## src/hw/slc3_cfg.svh

```systemverilog
`ifndef SLC3_CFG_SVH
`define SLC3_CFG_SVH

// Machine word, used for both data and addresses
`define SLC3_WORD_W 16

// General register file
`define SLC3_REG_COUNT 8
`define SLC3_REG_IDX_W 3    // log2 of the register count

`endif
```

## src/hw/slc3_pkg.sv

```systemverilog
package slc3_pkg;

    // IR[15:12] encodings of the supported subset
    typedef enum logic [3:0] {
        OpBr  = 4'b0000,
        OpAdd = 4'b0001,
        OpAnd = 4'b0101,
        OpLdr = 4'b0110,
        OpStr = 4'b0111,
        OpJmp = 4'b1100,
        OpPse = 4'b1101
    } opcode_e;

    typedef enum logic [1:0] {
        AluAdd,
        AluAnd,
        AluNot,
        AluPassA    // SR1 straight through, store path
    } aluOp_e;

    typedef enum logic [1:0] {
        PcInc,      // PC + 1
        PcAddr      // Address adder result
    } pcSel_e;

    typedef enum logic {
        Addr1Base,  // SR1 as base register
        Addr1Pc
    } addr1Sel_e;

    typedef enum logic [1:0] {
        Addr2Zero,
        Addr2Off9,
        Addr2Off6,
        Addr2Unused
    } addr2Sel_e;

    // Everything the datapath takes from the sequencer
    typedef struct packed {
        logic      ldMar;
        logic      ldMdr;
        logic      ldIr;
        logic      ldBen;
        logic      ldCc;
        logic      ldReg;
        logic      ldPc;
        logic      gatePc;
        logic      gateMdr;
        logic      gateAlu;
        logic      gateMarMux;
        pcSel_e    pcSel;
        addr1Sel_e addr1Sel;
        addr2Sel_e addr2Sel;
        logic      sr1FromDr;   // Read IR[11:9] on SR1
        logic      sr2Imm;      // imm5 instead of SR2
        aluOp_e    aluOp;
    } ctrl_t;

endpackage

```

## src/hw/slc3Core.sv

```systemverilog
`timescale 1ns/1ps
`include "slc3_cfg.svh"

module slc3Core (
    input  logic                    Clk,
    input  logic                    Reset,
    input  logic                    Run,
    input  logic                    Continue,
    input  logic [`SLC3_WORD_W-1:0] memRData,
    output logic [`SLC3_WORD_W-1:0] memAddr,
    output logic [`SLC3_WORD_W-1:0] memWData,
    output logic                    memOeN,     // Active low
    output logic                    memWeN      // Active low
);
    import slc3_pkg::*;

    ctrl_t   ctrl;
    opcode_e opcode;
    logic    irBit5;
    logic    ben;

    controlUnit i_controlUnit (
        .Clk      (Clk),
        .Reset    (Reset),
        .Run      (Run),
        .Continue (Continue),
        .opcode   (opcode),
        .irBit5   (irBit5),
        .ben      (ben),
        .ctrl     (ctrl),
        .memOeN   (memOeN),
        .memWeN   (memWeN)
    );

    dataPath i_dataPath (
        .Clk      (Clk),
        .Reset    (Reset),
        .ctrl     (ctrl),
        .memRData (memRData),
        .memAddr  (memAddr),
        .memWData (memWData),
        .opcode   (opcode),
        .irBit5   (irBit5),
        .ben      (ben)
    );

endmodule

```

## src/hw/dataPath.sv

```systemverilog
`timescale 1ns/1ps
`include "slc3_cfg.svh"

module dataPath (
    input  logic                    Clk,
    input  logic                    Reset,
    input  slc3_pkg::ctrl_t         ctrl,
    input  logic [`SLC3_WORD_W-1:0] memRData,
    output logic [`SLC3_WORD_W-1:0] memAddr,
    output logic [`SLC3_WORD_W-1:0] memWData,
    output slc3_pkg::opcode_e       opcode,
    output logic                    irBit5,
    output logic                    ben
);
    import slc3_pkg::*;

    localparam int W = `SLC3_WORD_W;

    logic [W-1:0] pc, mar, mdr, ir;
    logic [2:0]   cc;                   // {N, Z, P}
    logic         benReg;
    logic         benNext;
    logic [W-1:0] bus;
    logic [W-1:0] sr1Data, sr2Data;
    logic [W-1:0] addr1, addr2, addrSum;
    logic [W-1:0] aluB, aluOut;
    logic [W-1:0] pcNext;
    logic [2:0]   ccNext;
    logic [`SLC3_REG_IDX_W-1:0] sr1Idx;

    //----------------------------------------------------------------------
    // Address adder and ALU
    //----------------------------------------------------------------------
    assign addr1 = (ctrl.addr1Sel == Addr1Pc) ? pc : sr1Data;

    always_comb
    begin
        case (ctrl.addr2Sel)
            Addr2Off9: addr2 = {{(W-9){ir[8]}}, ir[8:0]};
            Addr2Off6: addr2 = {{(W-6){ir[5]}}, ir[5:0]};
            default:   addr2 = '0;   // Zero and the spare code
        endcase
    end

    assign addrSum = addr1 + addr2;
    assign aluB    = ctrl.sr2Imm ? {{(W-5){ir[4]}}, ir[4:0]} : sr2Data;

    always_comb
    begin
        case (ctrl.aluOp)
            AluAdd:  aluOut = sr1Data + aluB;
            AluAnd:  aluOut = sr1Data & aluB;
            AluNot:  aluOut = ~sr1Data;
            default: aluOut = sr1Data;
        endcase
    end

    // Only one gate is on at a time
    always_comb
    begin
        if (ctrl.gatePc)          bus = pc;
        else if (ctrl.gateMdr)    bus = mdr;
        else if (ctrl.gateAlu)    bus = aluOut;
        else if (ctrl.gateMarMux) bus = addrSum;
        else                      bus = '0;
    end

    //----------------------------------------------------------------------
    // Registers
    //----------------------------------------------------------------------
    assign pcNext  = (ctrl.pcSel == PcAddr) ? addrSum : pc + 1'b1;
    assign ccNext  = {bus[W-1], bus == '0, !bus[W-1] && (bus != '0)};
    assign benNext = |(ir[11:9] & cc);

    always_ff @(posedge Clk or posedge Reset)
    begin
        if (Reset)
        begin
            pc     <= '0;
            cc     <= 3'b010;       // Z set
            benReg <= 1'b0;
        end
        else
        begin
            if (ctrl.ldPc)  pc     <= pcNext;
            if (ctrl.ldCc)  cc     <= ccNext;
            if (ctrl.ldBen) benReg <= benNext;
        end
    end

    always_ff @(posedge Clk)
    begin
        if (ctrl.ldMar) mar <= bus;
        if (ctrl.ldIr)  ir  <= bus;
        if (ctrl.ldMdr) mdr <= ctrl.gateAlu ? bus : memRData;  // Store data vs read
    end

    // Decode sees the value being loaded
    assign ben    = ctrl.ldBen ? benNext : benReg;
    assign opcode = opcode_e'(ir[15:12]);
    assign irBit5 = ir[5];

    assign memAddr  = mar;
    assign memWData = mdr;

    assign sr1Idx = ctrl.sr1FromDr ? ir[11:9] : ir[8:6];

    regFile i_regFile (
        .Clk     (Clk),
        .Reset   (Reset),
        .sr1     (sr1Idx),
        .sr2     (ir[2:0]),
        .dr      (ir[11:9]),
        .wrData  (bus),
        .wrEn    (ctrl.ldReg),
        .sr1Data (sr1Data),
        .sr2Data (sr2Data)
    );

endmodule

```

## src/hw/controlUnit.sv

```systemverilog
`timescale 1ns/1ps

module controlUnit (
    input  logic              Clk,
    input  logic              Reset,
    input  logic              Run,
    input  logic              Continue,
    input  slc3_pkg::opcode_e opcode,
    input  logic              irBit5,
    input  logic              ben,
    output slc3_pkg::ctrl_t   ctrl,
    output logic              memOeN,
    output logic              memWeN
);
    import slc3_pkg::*;

    typedef enum logic [4:0] {
        Halted,
        Fetch,      // MAR <- PC, PC <- PC + 1
        Read1,
        Read2,      // MDR <- M[MAR]
        LoadIr,
        Decode,
        ExAdd,
        ExAnd,
        ExJmp,
        ExBr,
        LdrAddr,
        LdrRead1,
        LdrRead2,
        LdrWrite,
        StrAddr,
        StrMdr,
        StrWrite1,
        StrWrite2,
        Pause1,
        Pause2
    } state_e;

    state_e state;
    state_e nextState;

    always_ff @(posedge Clk or posedge Reset)
    begin
        if (Reset)
            state <= Halted;
        else
            state <= nextState;
    end

    //----------------------------------------------------------------------
    // Next state
    //----------------------------------------------------------------------
    always_comb
    begin
        nextState = state;
        unique case (state)
            Halted:   if (Run) nextState = Fetch;
            Fetch:    nextState = Read1;
            Read1:    nextState = Read2;
            Read2:    nextState = LoadIr;
            LoadIr:   nextState = Decode;
            Decode:
            begin
                case (opcode)
                    OpAdd:   nextState = ExAdd;
                    OpAnd:   nextState = ExAnd;
                    OpLdr:   nextState = LdrAddr;
                    OpStr:   nextState = StrAddr;
                    OpJmp:   nextState = ExJmp;
                    OpBr:    nextState = ben ? ExBr : Fetch;  // Not taken skips execute
                    OpPse:   nextState = Pause1;
                    default: nextState = Fetch;
                endcase
            end
            LdrAddr:  nextState = LdrRead1;
            LdrRead1: nextState = LdrRead2;
            LdrRead2: nextState = LdrWrite;
            StrAddr:  nextState = StrMdr;
            StrMdr:   nextState = StrWrite1;
            StrWrite1: nextState = StrWrite2;
            // Wait for a full high-then-low pulse on Continue
            Pause1:   if (Continue) nextState = Pause2;
            Pause2:   if (!Continue) nextState = Fetch;
            ExAdd, ExAnd, ExJmp, ExBr, LdrWrite, StrWrite2: nextState = Fetch;
            default:  nextState = Halted;
        endcase
    end

    //----------------------------------------------------------------------
    // Control word and memory strobes
    //----------------------------------------------------------------------
    always_comb
    begin
        ctrl          = '0;
        ctrl.pcSel    = PcInc;
        ctrl.addr1Sel = Addr1Base;
        ctrl.addr2Sel = Addr2Zero;
        ctrl.aluOp    = AluAdd;
        memOeN        = 1'b1;
        memWeN        = 1'b1;

        case (state)
            Fetch:
            begin
                ctrl.gatePc = 1'b1;
                ctrl.ldMar  = 1'b1;
                ctrl.ldPc   = 1'b1;
            end
            Read1, LdrRead1:
                memOeN = 1'b0;
            Read2, LdrRead2:
            begin
                memOeN     = 1'b0;
                ctrl.ldMdr = 1'b1;     // Sampled at end of second cycle
            end
            LoadIr:
            begin
                ctrl.gateMdr = 1'b1;
                ctrl.ldIr    = 1'b1;
            end
            Decode:
                ctrl.ldBen = 1'b1;
            ExAdd, ExAnd:
            begin
                ctrl.sr2Imm  = irBit5;
                ctrl.aluOp   = (state == ExAnd) ? AluAnd : AluAdd;
                ctrl.gateAlu = 1'b1;
                ctrl.ldReg   = 1'b1;
                ctrl.ldCc    = 1'b1;
            end
            ExJmp:
            begin
                ctrl.pcSel = PcAddr;   // Base + 0
                ctrl.ldPc  = 1'b1;
            end
            ExBr:
            begin
                ctrl.addr1Sel = Addr1Pc;
                ctrl.addr2Sel = Addr2Off9;
                ctrl.pcSel    = PcAddr;
                ctrl.ldPc     = 1'b1;
            end
            LdrAddr, StrAddr:
            begin
                ctrl.addr2Sel   = Addr2Off6;
                ctrl.gateMarMux = 1'b1;
                ctrl.ldMar      = 1'b1;
            end
            LdrWrite:
            begin
                ctrl.gateMdr = 1'b1;
                ctrl.ldReg   = 1'b1;
                ctrl.ldCc    = 1'b1;
            end
            StrMdr:
            begin
                ctrl.sr1FromDr = 1'b1;  // Source register sits in DR field
                ctrl.aluOp     = AluPassA;
                ctrl.gateAlu   = 1'b1;
                ctrl.ldMdr     = 1'b1;
            end
            StrWrite1, StrWrite2:
                memWeN = 1'b0;
            default: ;
        endcase
    end

endmodule

```

## src/hw/regFile.sv

```systemverilog
`timescale 1ns/1ps
`include "slc3_cfg.svh"

module regFile (
    input  logic                       Clk,
    input  logic                       Reset,
    input  logic [`SLC3_REG_IDX_W-1:0] sr1,
    input  logic [`SLC3_REG_IDX_W-1:0] sr2,
    input  logic [`SLC3_REG_IDX_W-1:0] dr,
    input  logic [`SLC3_WORD_W-1:0]    wrData,
    input  logic                       wrEn,
    output logic [`SLC3_WORD_W-1:0]    sr1Data,
    output logic [`SLC3_WORD_W-1:0]    sr2Data
);

    logic [`SLC3_WORD_W-1:0] regs [`SLC3_REG_COUNT];

    always_ff @(posedge Clk or posedge Reset)
    begin
        if (Reset)
        begin
            for (int i = 0; i < `SLC3_REG_COUNT; i++)
                regs[i] <= '0;
        end
        else if (wrEn)
            regs[dr] <= wrData;
    end

    // Reads are combinational, no bypass
    assign sr1Data = regs[sr1];
    assign sr2Data = regs[sr2];

endmodule

```

## config.mk

```make
export PLATFORM = sky130hd
export DESIGN_NAME = slc3Core
export DESIGN_NICKNAME = d
export VERILOG_FILES = /design/src/hw/slc3_pkg.sv /design/src/hw/slc3Core.sv /design/src/hw/dataPath.sv /design/src/hw/controlUnit.sv /design/src/hw/regFile.sv
export VERILOG_INCLUDE_DIRS = /design/src /design/src/hw
export SDC_FILE = /design/constraint.sdc
export NUM_CORES = 1
export LEC_CHECK = 0
export BUFFER_PORTS_ARGS = -buffer_cell sky130_fd_sc_hd__buf_4
export CORE_UTILIZATION = 43
export DETAILED_ROUTE_END_ITERATION = 12
export SETUP_SLACK_MARGIN = 0.2
export SLEW_MARGIN = 30
export SYNTH_ARGS = -nofsm -noshare
export SYNTH_HDL_FRONTEND = slang
export SYNTH_SLANG_ARGS = --single-unit
```

## constraint.sdc

```tcl
create_clock -name Clk -period 5.31 [get_ports Clk]
set_input_delay 0.7965 -clock Clk [delete_from_list [all_inputs] [get_ports Clk]]
set_output_delay 0.7965 -clock Clk [all_outputs]
set_load 0.1 [all_outputs]
```

==> results.cfg, run 1 <==
[global_routing]
gr-total-overflow = 0
grt_max_degree = 84
track_usage = 0.294
antenna_found_initial = 0
grt_pass1_vias = 11200
grt_pass1_wl_um = 68800

[worst_setup_path]
critPathCaptureType = flip-flop
worstSetupPathType = reg -> reg
crit_arrival_ps = 5360
cp.required_ps = 5700
start_kind = flip-flop
worstPathMaxFanout = 9

[finish]
final_cell_area_um2 = 15400
fill_cells = 2757
n_antenna_cell = 0
syn2layout_area_growth_pct = 18.8
drive_gt1_frac = 0.217
fin_nets = 1549

[floorplan]
die_area_um2 = 30800
core_um2 = 29600
row_count = 63
die_x_um = 175
initial_core_util = 0.436
io_pins = 54
die_h_um = 175

[yosys]
syn_inst = 1393
syn_area_um2 = 12900
synth_nets = 1449
syn_avg_cell_area_um2 = 9.28
ys_seq_area_frac = 0.408
synth_top_area_cell = dfrtp_1
synth_commonest_cells = nand2_1 (235), o21ai_0 (183), dfrtp_1 (152), a21oi_1 (92), nor2_1 (70)
yosysMostFrequentCell = nand2_1
ys.flop_type = dfrtp_1
ys_ff_latch = 201
synth_edf_count = 48
synthTopCellsByArea = dfrtp_1 (29%), edfxtp_1 (11%), o21ai_0 (7.1%)
ys_warn_count = 0
synth.distinct_cells = 87
async_reset_ff_frac = 0.761
synth_top_area_share = 0.294

[cts]
root_buffer = clkbuf_16
clk_pin_slew_ps = 60
clock_sinks = 201
worstSkewPairLatency_ps = 530
postCtsHoldBufs = 0
numCtsBuffers = 23
cts_buffer_depth = 3
cts_tree = yes
htreeDepth = 1

[route]
wl_per_cell_um = 23.3
drcViolationCount = 0
ant_nets = 0
vias_per_cell = 6.11
routed-via-count = 11600
drtPass1Iterations = 8
drt_iter0_drc = 1289
wl_um = 44300

[placement]
dp.final_hpwl_um = 32100
place.port_buffers = 53
place_area_um2 = 14300
place_congestion = 0.943

[timing]
setup-violations-final = 0
slew_viol_final = 0
hold_violations = 0
fin_crit_ps = 4970
skew_ps = 10.2
fin_crit_sh = 0.935
max_slew_margin = 0.389
worstMarginPinSlew_ps = 914
setup-tns-final_ps = 0
rsz0062_at_grt = no
fmax_ghz = 0.201

[flow_run]
drv_cap = 0

[power]
p_comb_frac = 0.502
p_switching_mw = 4.05
total_leakage_power_nw = 6.55
p_int_mw = 4.70
ir_worst_vdd_v = 0.000512
power_density_nw_per_um2 = 569
swShare = 0.463
p_clk_frac = 0.193
p_seq_frac = 0.305

[hold_path]
hold_class = in -> async

[status]
outcome = complete, no violations
## flip-flops by register name (all words and copies together), names as in the netlist
| register | count |
|---|---|
| i_dataPath.memWData | 16 |
| i_controlUnit.state | 5 |
| i_dataPath.memAddr | 16 |
| i_dataPath.cc | 3 |
| i_dataPath.i_regFile.regs | 128 |
| i_dataPath.pc | 16 |
| i_dataPath.ir | 16 |
| i_dataPath.benReg | 1 |
## layout make-up
class	count	area, um2	share of cell area
inverters	39	151	0.00986
well taps	390	488	0.0318
clock buffers	31	656	0.0427
clock inverters	11	140	0.00913
repair buffers	167	1310	0.0853
multi-input cells	1061	7340	0.478
flip-flops and latches	201	5270	0.343
## path summary, 6_finish.rpt
check                                               from                        endpoint  slack (ps)  cells past startpoint
setup / recovery                  i_controlUnit.state[1]   i_dataPath.i_regFile.regs[93]         340                     22
hold / removal                                     Reset   i_dataPath.i_regFile.regs[68]         420                      2
setup reg to reg                  i_controlUnit.state[1]   i_dataPath.i_regFile.regs[93]         340                     22
hold reg to reg            i_dataPath.i_regFile.regs[83]   i_dataPath.i_regFile.regs[83]         490                      2
max in group asynchronous                          Reset  i_dataPath.i_regFile.regs[109]        3830                      3
min in group Clk           i_dataPath.i_regFile.regs[83]   i_dataPath.i_regFile.regs[83]         490                      2
## layout by cell type, fill, tap and decap left out, types with 5 or more instances in the layout
cell and n:
buf_4 159, or2_2 5, xnor2_1 20, a31oi_1 10, a21o_1 17, and2_1 10, nor2b_1 10, a32oi_1 5
a32o_1 9, mux4_2 40, a211oi_1 13, mux2i_1 38, ha_1 31, o211a_1 5, nand2b_1 22, a21oi_1 89
nand2_1 233, edfxtp_1 48, nand3_1 26, buf_6 5, o21ai_1 19, clkbuf_8 5, nand4_1 7, and3_1 15
a311oi_1 8, inv_1 34, nor3_1 14, o21a_1 6, dfrtp_1 152, o211ai_1 6, nor3b_1 5, nor2_1 66
o22ai_1 8, a22oi_1 6, mux2_2 13, clkbuf_16 23, xor2_1 12, o21ai_0 177
## metal layers
| metal | part of all wire | vias up | GRT usage |
|---|---|---|---|
| met2 | 0.44 | 535 | 0.442 |
| met5 | 0 | - | 0 |
| met3 | 0.073 | 89 | 0.0333 |
| li1 | - | 5331 | - |
| met1 | 0.45 | 5660 | 0.439 |
| met4 | 0.032 | 0 | 0.103 |
## critical path: stages, from the launching register on
cell and delay, ps:
dfrtp_1 410, and4b_2 310, buf_4 190, and3_4 230, nor2_8 140, buf_4 130, buf_6 160, mux2_2 380
nor2_1 120, a211oi_1 60, a31o_2 270, ha_1 350, and2_1 230, and3_1 200, o21ai_1 120, nand3_1 190
a211o_1 340, o211a_1 130, o21a_1 150, a211o_1 310, a21oi_4 170, buf_12 150, o21ai_0 100
## cell families after synthesis
group,count (synthesis),synth area share
adders and majority gates,36,0.0360
AOI/OAI and AO/OA,452,0.220
muxes,93,0.113
buffers and inverters,131,0.0424
DFF,201,0.408
and+or+nand+nor,448,0.158
xor gates and xnor gates,32,0.0217
## per-stage QoR
stage / cells / util / hold slack, ps / total power [mW] / setup slack [ps]
finish: 1900 / 0.518 / 425 / 8.74 / 343
global route: 1900 / 0.518 / 479 / 9.22 / 185
CTS: 1894 / 0.509 / 454 / 8.61 / 210
detailed placement: 1852 / 0.482 / 485 / 6.89 / 69.4
global placement: 1852 / 0.482 / 477 / 6.85 / 118
floorplan: 1393 / - / 458 / 5.48 / 394
## power groups by stage
stage / Sequential, mW / Clock [mW] / Combinational (mW)
6_report: 2.67 / 1.69 / 4.38
5_1_grt: 2.73 / 1.77 / 4.72
4_1_cts: 2.66 / 1.72 / 4.23
3_5_place_dp: 2.68 / 0 / 4.21
3_3_place_gp: 2.67 / 0 / 4.18
2_1_floorplan: 3.21 / 0 / 2.27
## timing repair
action / 4_1_cts / 5_1_grt
resized for setup: 4 / 50
pin swaps: 1 / 9
setup buffers: 0 / 6
setup endpoints to repair: 20 / 85
No activity file was read; power rests on OpenSTA's default activity.
==> run 2, diff against run 1 <==
--- a/config.mk
+++ b/config.mk
@@ -9,6 +9,7 @@
 export BUFFER_PORTS_ARGS = -buffer_cell sky130_fd_sc_hd__buf_4
 export CORE_UTILIZATION = 43
 export DETAILED_ROUTE_END_ITERATION = 12
+export PLACE_DENSITY = 0.58
 export SETUP_SLACK_MARGIN = 0.2
 export SLEW_MARGIN = 30
 export SYNTH_ARGS = -nofsm -noshare
==> run 2 against run 1 <==
Sequential power is essentially flat. Sequential share of layout area is essentially flat. Hold slack lost 210 ps. Fmax grew 1.7%. Die area is the same. Clock power shrank 2%. Register-to-register slack gained 80 ps. Combinational power is essentially flat. Critical path type unchanged.
==> results.cfg, run 2 (synthesis results as in run 1) <==
[worst_setup_path]
critPathCaptureType = flip-flop
cp.required_ps = 5690
worstSetupPathType = reg -> reg
start_kind = flip-flop
crit_arrival_ps = 5270
worstPathMaxFanout = 8

[placement]
place_area_um2 = 14300
place_congestion = 0.943
place.port_buffers = 53
dp.final_hpwl_um = 33000

[route]
drt_iter0_drc = 1107
vias_per_cell = 6.11
drtPass1Iterations = 5
wl_per_cell_um = 23.8
wl_um = 45300
routed-via-count = 11600
ant_nets = 0
drcViolationCount = 0

[timing]
skew_ps = 20.0
worstMarginPinSlew_ps = 924
hold_violations = 0
setup-violations-final = 0
fin_crit_sh = 0.920
max_slew_margin = 0.384
fmax_ghz = 0.205
fin_crit_ps = 4880
rsz0062_at_grt = no
slew_viol_final = 0

[power]
swShare = 0.465
p_switching_mw = 4.06
p_seq_frac = 0.309
p_comb_frac = 0.502
p_int_mw = 4.68
p_clk_frac = 0.189
power.total_mw = 8.74
total_leakage_power_nw = 6.56
ir_worst_vdd_v = 0.000530
power_density_nw_per_um2 = 569

[cts]
cts_buffer_depth = 3
cts_tree = yes
worstSkewPairLatency_ps = 530
clock_sinks = 201
root_buffer = clkbuf_16
htreeDepth = 1
postCtsHoldBufs = 0
numCtsBuffers = 24
clk_pin_slew_ps = 60

[finish]
fin_nets = 1551
final_cell_mix = nand2_1 (233), o21ai_0 (180), buf_4 (159)
final_cell_area_um2 = 15400
n_antenna_cell = 0
drive_gt1_frac = 0.212
fill_cells = 2793
largest_reg_flops = 128
layout.cells.most_common = nand2_1
syn2layout_area_growth_pct = 18.9
largest-register = i_dataPath.i_regFile.regs

[global_routing]
antenna_found_initial = 0
grt_pass1_vias = 11100
gr-total-overflow = 0
grt_pass1_wl_um = 69600
grt_max_degree = 113
track_usage = 0.301

[floorplan]
initial_core_util = 0.436
io_pins = 54
die_area_um2 = 30800
core_um2 = 29600
die_x_um = 175
die_h_um = 175
row_count = 63

[flow_run]
drv_cap = 0

[hold_path]
hold_class = in -> async

[status]
outcome = complete, no violations
-- run 2: changes by cell type in the layout (fill, tap and decap cells not counted), moves of 3 or more --
cell	delta
o21ai_0	+3
clkbuf_16	+3
clkbuf_1	+5
o21ai_1	-4
a211oi_2	-3
-- run 2: metrics by stage --
stage	utilization	setup TNS, ps	instances	setup slack [ps]	hold WS, ps
6_report	0.518	0	1902	426	219
5_1_grt	0.518	0	1902	167	223
4_1_cts	0.510	0	1895	183	468
3_5_place_dp	0.482	0	1852	46.8	488
3_3_place_gp	0.482	-10.7	1852	-5.34	472
2_1_floorplan	-	0	1393	394	458
-- run 2: final timing paths --
path,slack [ps],to,cells after the start,startpoint
max in group asynchronous,3740,i_dataPath.i_regFile.regs[53],4,Reset
worst min register to register,510,i_dataPath.i_regFile.regs[73],2,i_dataPath.i_regFile.regs[73]
worst min-delay path,220,i_dataPath.i_regFile.regs[98],2,Reset
worst max register to register,430,i_dataPath.i_regFile.regs[77],19,i_controlUnit.state[4]
min in group Clk,510,i_dataPath.i_regFile.regs[73],2,i_dataPath.i_regFile.regs[73]
worst max-delay path,430,i_dataPath.i_regFile.regs[77],19,i_controlUnit.state[4]
-- run 2: metal layers --
metal  global-route usage  part of all wire  vias to the layer above
met3               0.0446             0.063                       81
met4               0.0989             0.033                        0
li1                     -                 -                     5333
met1                0.438              0.46                     5784
met5                    0                 0                        -
met2                0.458              0.45                      424
-- run 2: cell type report --
class / count / area, um2 / area share
multi-input combinational: 1061 / 7310 / 0.476
sequential: 201 / 5270 / 0.343
timing repair buffer: 168 / 1360 / 0.0885
clock buffer: 39 / 738 / 0.0480
tap: 390 / 488 / 0.0318
inverter: 39 / 154 / 0.0100
clock inverter: 4 / 45.0 / 0.00293
-- run 2: power by group through the flow --
stage / clock, mW / sequential [mW] / combinational, mW
6_report: 1.65 / 2.70 / 4.39
5_1_grt: 1.75 / 2.76 / 4.72
4_1_cts: 1.68 / 2.68 / 4.27
3_5_place_dp: 0 / 2.70 / 4.24
3_3_place_gp: 0 / 2.70 / 4.21
2_1_floorplan: 0 / 3.21 / 2.27
-- run 2: what timing repair did --
item,4_1_cts,5_1_grt
buffers inserted,0,5
endpoints found under the setup margin,32,94
pin swaps,1,7
cloned,0,1
resized for setup,7,39
-- run 2: worst max-delay path, cell delays in order (launching register included) --
cell and delay [ps]:
dfrtp_1 390, nand4b_4 280, or3_1 500, nand2_4 180, mux4_2 520, mux2i_2 250
buf_4 160, a21oi_1 60, ha_1 270, a2111oi_1 350, o21ai_0 150, nand2_1 150
nor2_1 110, o41a_1 370, xnor2_1 200, nor2_1 70, a211o_1 300, a21oi_2 130
buf_4 180, o21ai_0 90
==> run 3, diff against run 2 <==
--- a/config.mk
+++ b/config.mk
@@ -8,8 +8,10 @@
 export LEC_CHECK = 0
 export BUFFER_PORTS_ARGS = -buffer_cell sky130_fd_sc_hd__buf_4
 export CORE_UTILIZATION = 43
+export CTS_BUF_LIST = sky130_fd_sc_hd__clkbuf_8
 export DETAILED_ROUTE_END_ITERATION = 12
 export PLACE_DENSITY = 0.58
+export REMOVE_ABC_BUFFERS = 1
 export SETUP_SLACK_MARGIN = 0.2
 export SLEW_MARGIN = 30
 export SYNTH_ARGS = -nofsm -noshare
==> run 3 against run 2 <==
First-iteration DRC count is 10% higher. Clock-buffer cell count is 4 higher. Worst setup slack worse by 120 ps. Sequential cell count stayed put. Hold slack better by 150 ps. Design area is 1.0% higher. Combinational power is 3% higher. Critical path depth is 2 higher. Non-clock buffer count is 14 higher. Register-to-register slack worse by 120 ps. Via count is 0.49% higher.
==> results.cfg, run 3 (synthesis results as in run 1) <==
[status]
outcome = complete, no violations

[finish]
seq_area_um2 = 5270
largest-register = i_dataPath.i_regFile.regs
final_util = 0.524
layout.cells.most_common = nand2_1
n_antenna_cell = 0
final_cell_mix = nand2_1 (233), o21ai_0 (177), buf_4 (171)
multi_input_area_um2 = 7430
syn2layout_area_growth_pct = 20.1
layoutNonFillerInstCount = 1942
drive_gt1_frac = 0.239
fin_nets = 1579
largest_reg_flops = 128
fill_cells = 2842

[global_routing]
gr-total-overflow = 0
grt_pass1_vias = 11200
track_usage = 0.299
grt_pass1_wl_um = 68900
grt_max_degree = 77
antenna_found_initial = 0

[floorplan]
die_h_um = 175
die_x_um = 175
core_um2 = 29600
die_area_um2 = 30800
io_pins = 54
initial_core_util = 0.436
row_count = 63

[timing]
worstMarginPinSlew_ps = 939
max_slew_margin = 0.373
hold_violations = 0
fin_crit_ps = 5010
fmax_ghz = 0.200
skew_ps = 18.8
fin_crit_sh = 0.943
setup-violations-final = 0
slew_viol_final = 0
rsz0062_at_grt = yes

[worst_setup_path]
path_cells = and4b_2 > buf_4 > buf_12 > and3_4 > nor2_8 > buf_6 > mux2i_1 > a32o_1 > a221oi_4 > mux2_4 > buf_4 > fa_2 > a211oi_2 > o21ai_1 > a31oi_1 > xor2_1 > or2_2 > a41o_1 > and4_1 > and4_1 > a32o_1
start_kind = flip-flop
slowest_delay_ps = 390
cp.required_ps = 5790
crit_family = compound AO/OA/AOI/OAI gates
r2r_setup_slack_ps = 300
worstSetupPathType = reg -> reg
crit_buf_inv = 4
crit_arrival_ps = 5480
worstPathMaxFanout = 14
critPathCaptureType = flip-flop
crit_slowest_cell = fa_2

[cts]
root_buffer = clkbuf_8
cts_buffer_depth = 3
worstSkewPairLatency_ps = 560
postCtsHoldBufs = 0
cts_tree = yes
htreeDepth = 2
numCtsBuffers = 38
clk_pin_slew_ps = 60
clock_sinks = 201

[power]
ir_worst_vdd_v = 0.000522
total_leakage_power_nw = 6.68
p_switching_mw = 4.11
p_clk_frac = 0.172
swShare = 0.475
power_density_nw_per_um2 = 558
p_seq_frac = 0.308
p_int_mw = 4.55
p_comb_frac = 0.520

[route]
routed.top_layer = met4
vias_per_cell = 6.01
wl_met1_um = 19800
routed-via-count = 11700
drcViolationCount = 0
drt_iter0_drc = 1218
wl_per_cell_um = 23.5
drtPass1Iterations = 5
ant_nets = 0
wl_met2_um = 20100
wl_um = 45600
met3_length_um = 3560

[hold_path]
hold_class = in -> async

[placement]
place_inst = 1859
place.port_buffers = 53
place_congestion = 0.975
dp.final_hpwl_um = 32800

[flow_run]
drv_cap = 0
[run 3: cell types whose count changed in the layout (fill, tap and decap cells not counted), sizes merged]
cell	change
buf	+15
inv	+13
clkinv	+6
clkbuf	+3
clkinvlp	+3
[run 3: path summary, 6_finish.rpt]
path | depth (start not counted) | startpoint | endpoint
setup / recovery | 21 | i_controlUnit.state[1] | i_dataPath.cc[1]
hold / removal | 2 | Reset | i_dataPath.i_regFile.regs[35]
setup reg to reg | 21 | i_controlUnit.state[1] | i_dataPath.cc[1]
hold reg to reg | 2 | i_dataPath.i_regFile.regs[88] | i_dataPath.i_regFile.regs[88]
max in group asynchronous | 3 | Reset | i_controlUnit.state[1]
min in group Clk | 2 | i_dataPath.i_regFile.regs[88] | i_dataPath.i_regFile.regs[88]
[run 3: final cells by class]
class	instances	area share
well taps	390	0.0314
clock inverters	26	0.00927
clock buffers	43	0.0381
multi-input cells	1061	0.478
repair buffers	182	0.0932
flip-flops and latches	201	0.340
inverters	39	0.00999
[run 3: metrics by stage]
step | total power, mW | TNS [ps] | worst slack (ps) | cell area (um2) | hold slack [ps]
floorplan | 5.40 | -15360 | -567 | 12500 | 458
global placement | 6.89 | -1930 | -208 | 14300 | 474
detailed placement | 6.94 | -2660 | -235 | 14300 | 490
CTS | 8.53 | 0 | 201 | 15200 | 383
global route | 9.14 | 0 | 172 | 15500 | 425
finish | 8.66 | 0 | 304 | 15500 | 373
[run 3: timing repair]
item                                    4_1_cts  5_1_grt
resized for setup                            29       55
endpoints found under the setup margin       51       59
buffers inserted                              4       10
pin swaps                                     5       13
[run 3: power groups by stage]
stage	sequential (mW)	clock [mW]	combinational [mW]
after floorplan	3.31	0	2.09
after global placement	2.66	0	4.23
after detailed placement	2.67	0	4.27
after CTS	2.65	1.52	4.35
after global routing	2.73	1.59	4.82
final	2.66	1.49	4.51
[run 3: per-layer routing]
metal | vias up | global-route usage
li1 | 5404 | -
met4 | 0 | 0.145
met1 | 5684 | 0.413
met2 | 470 | 0.445
met3 | 121 | 0.0660
met5 | - | 0.00641
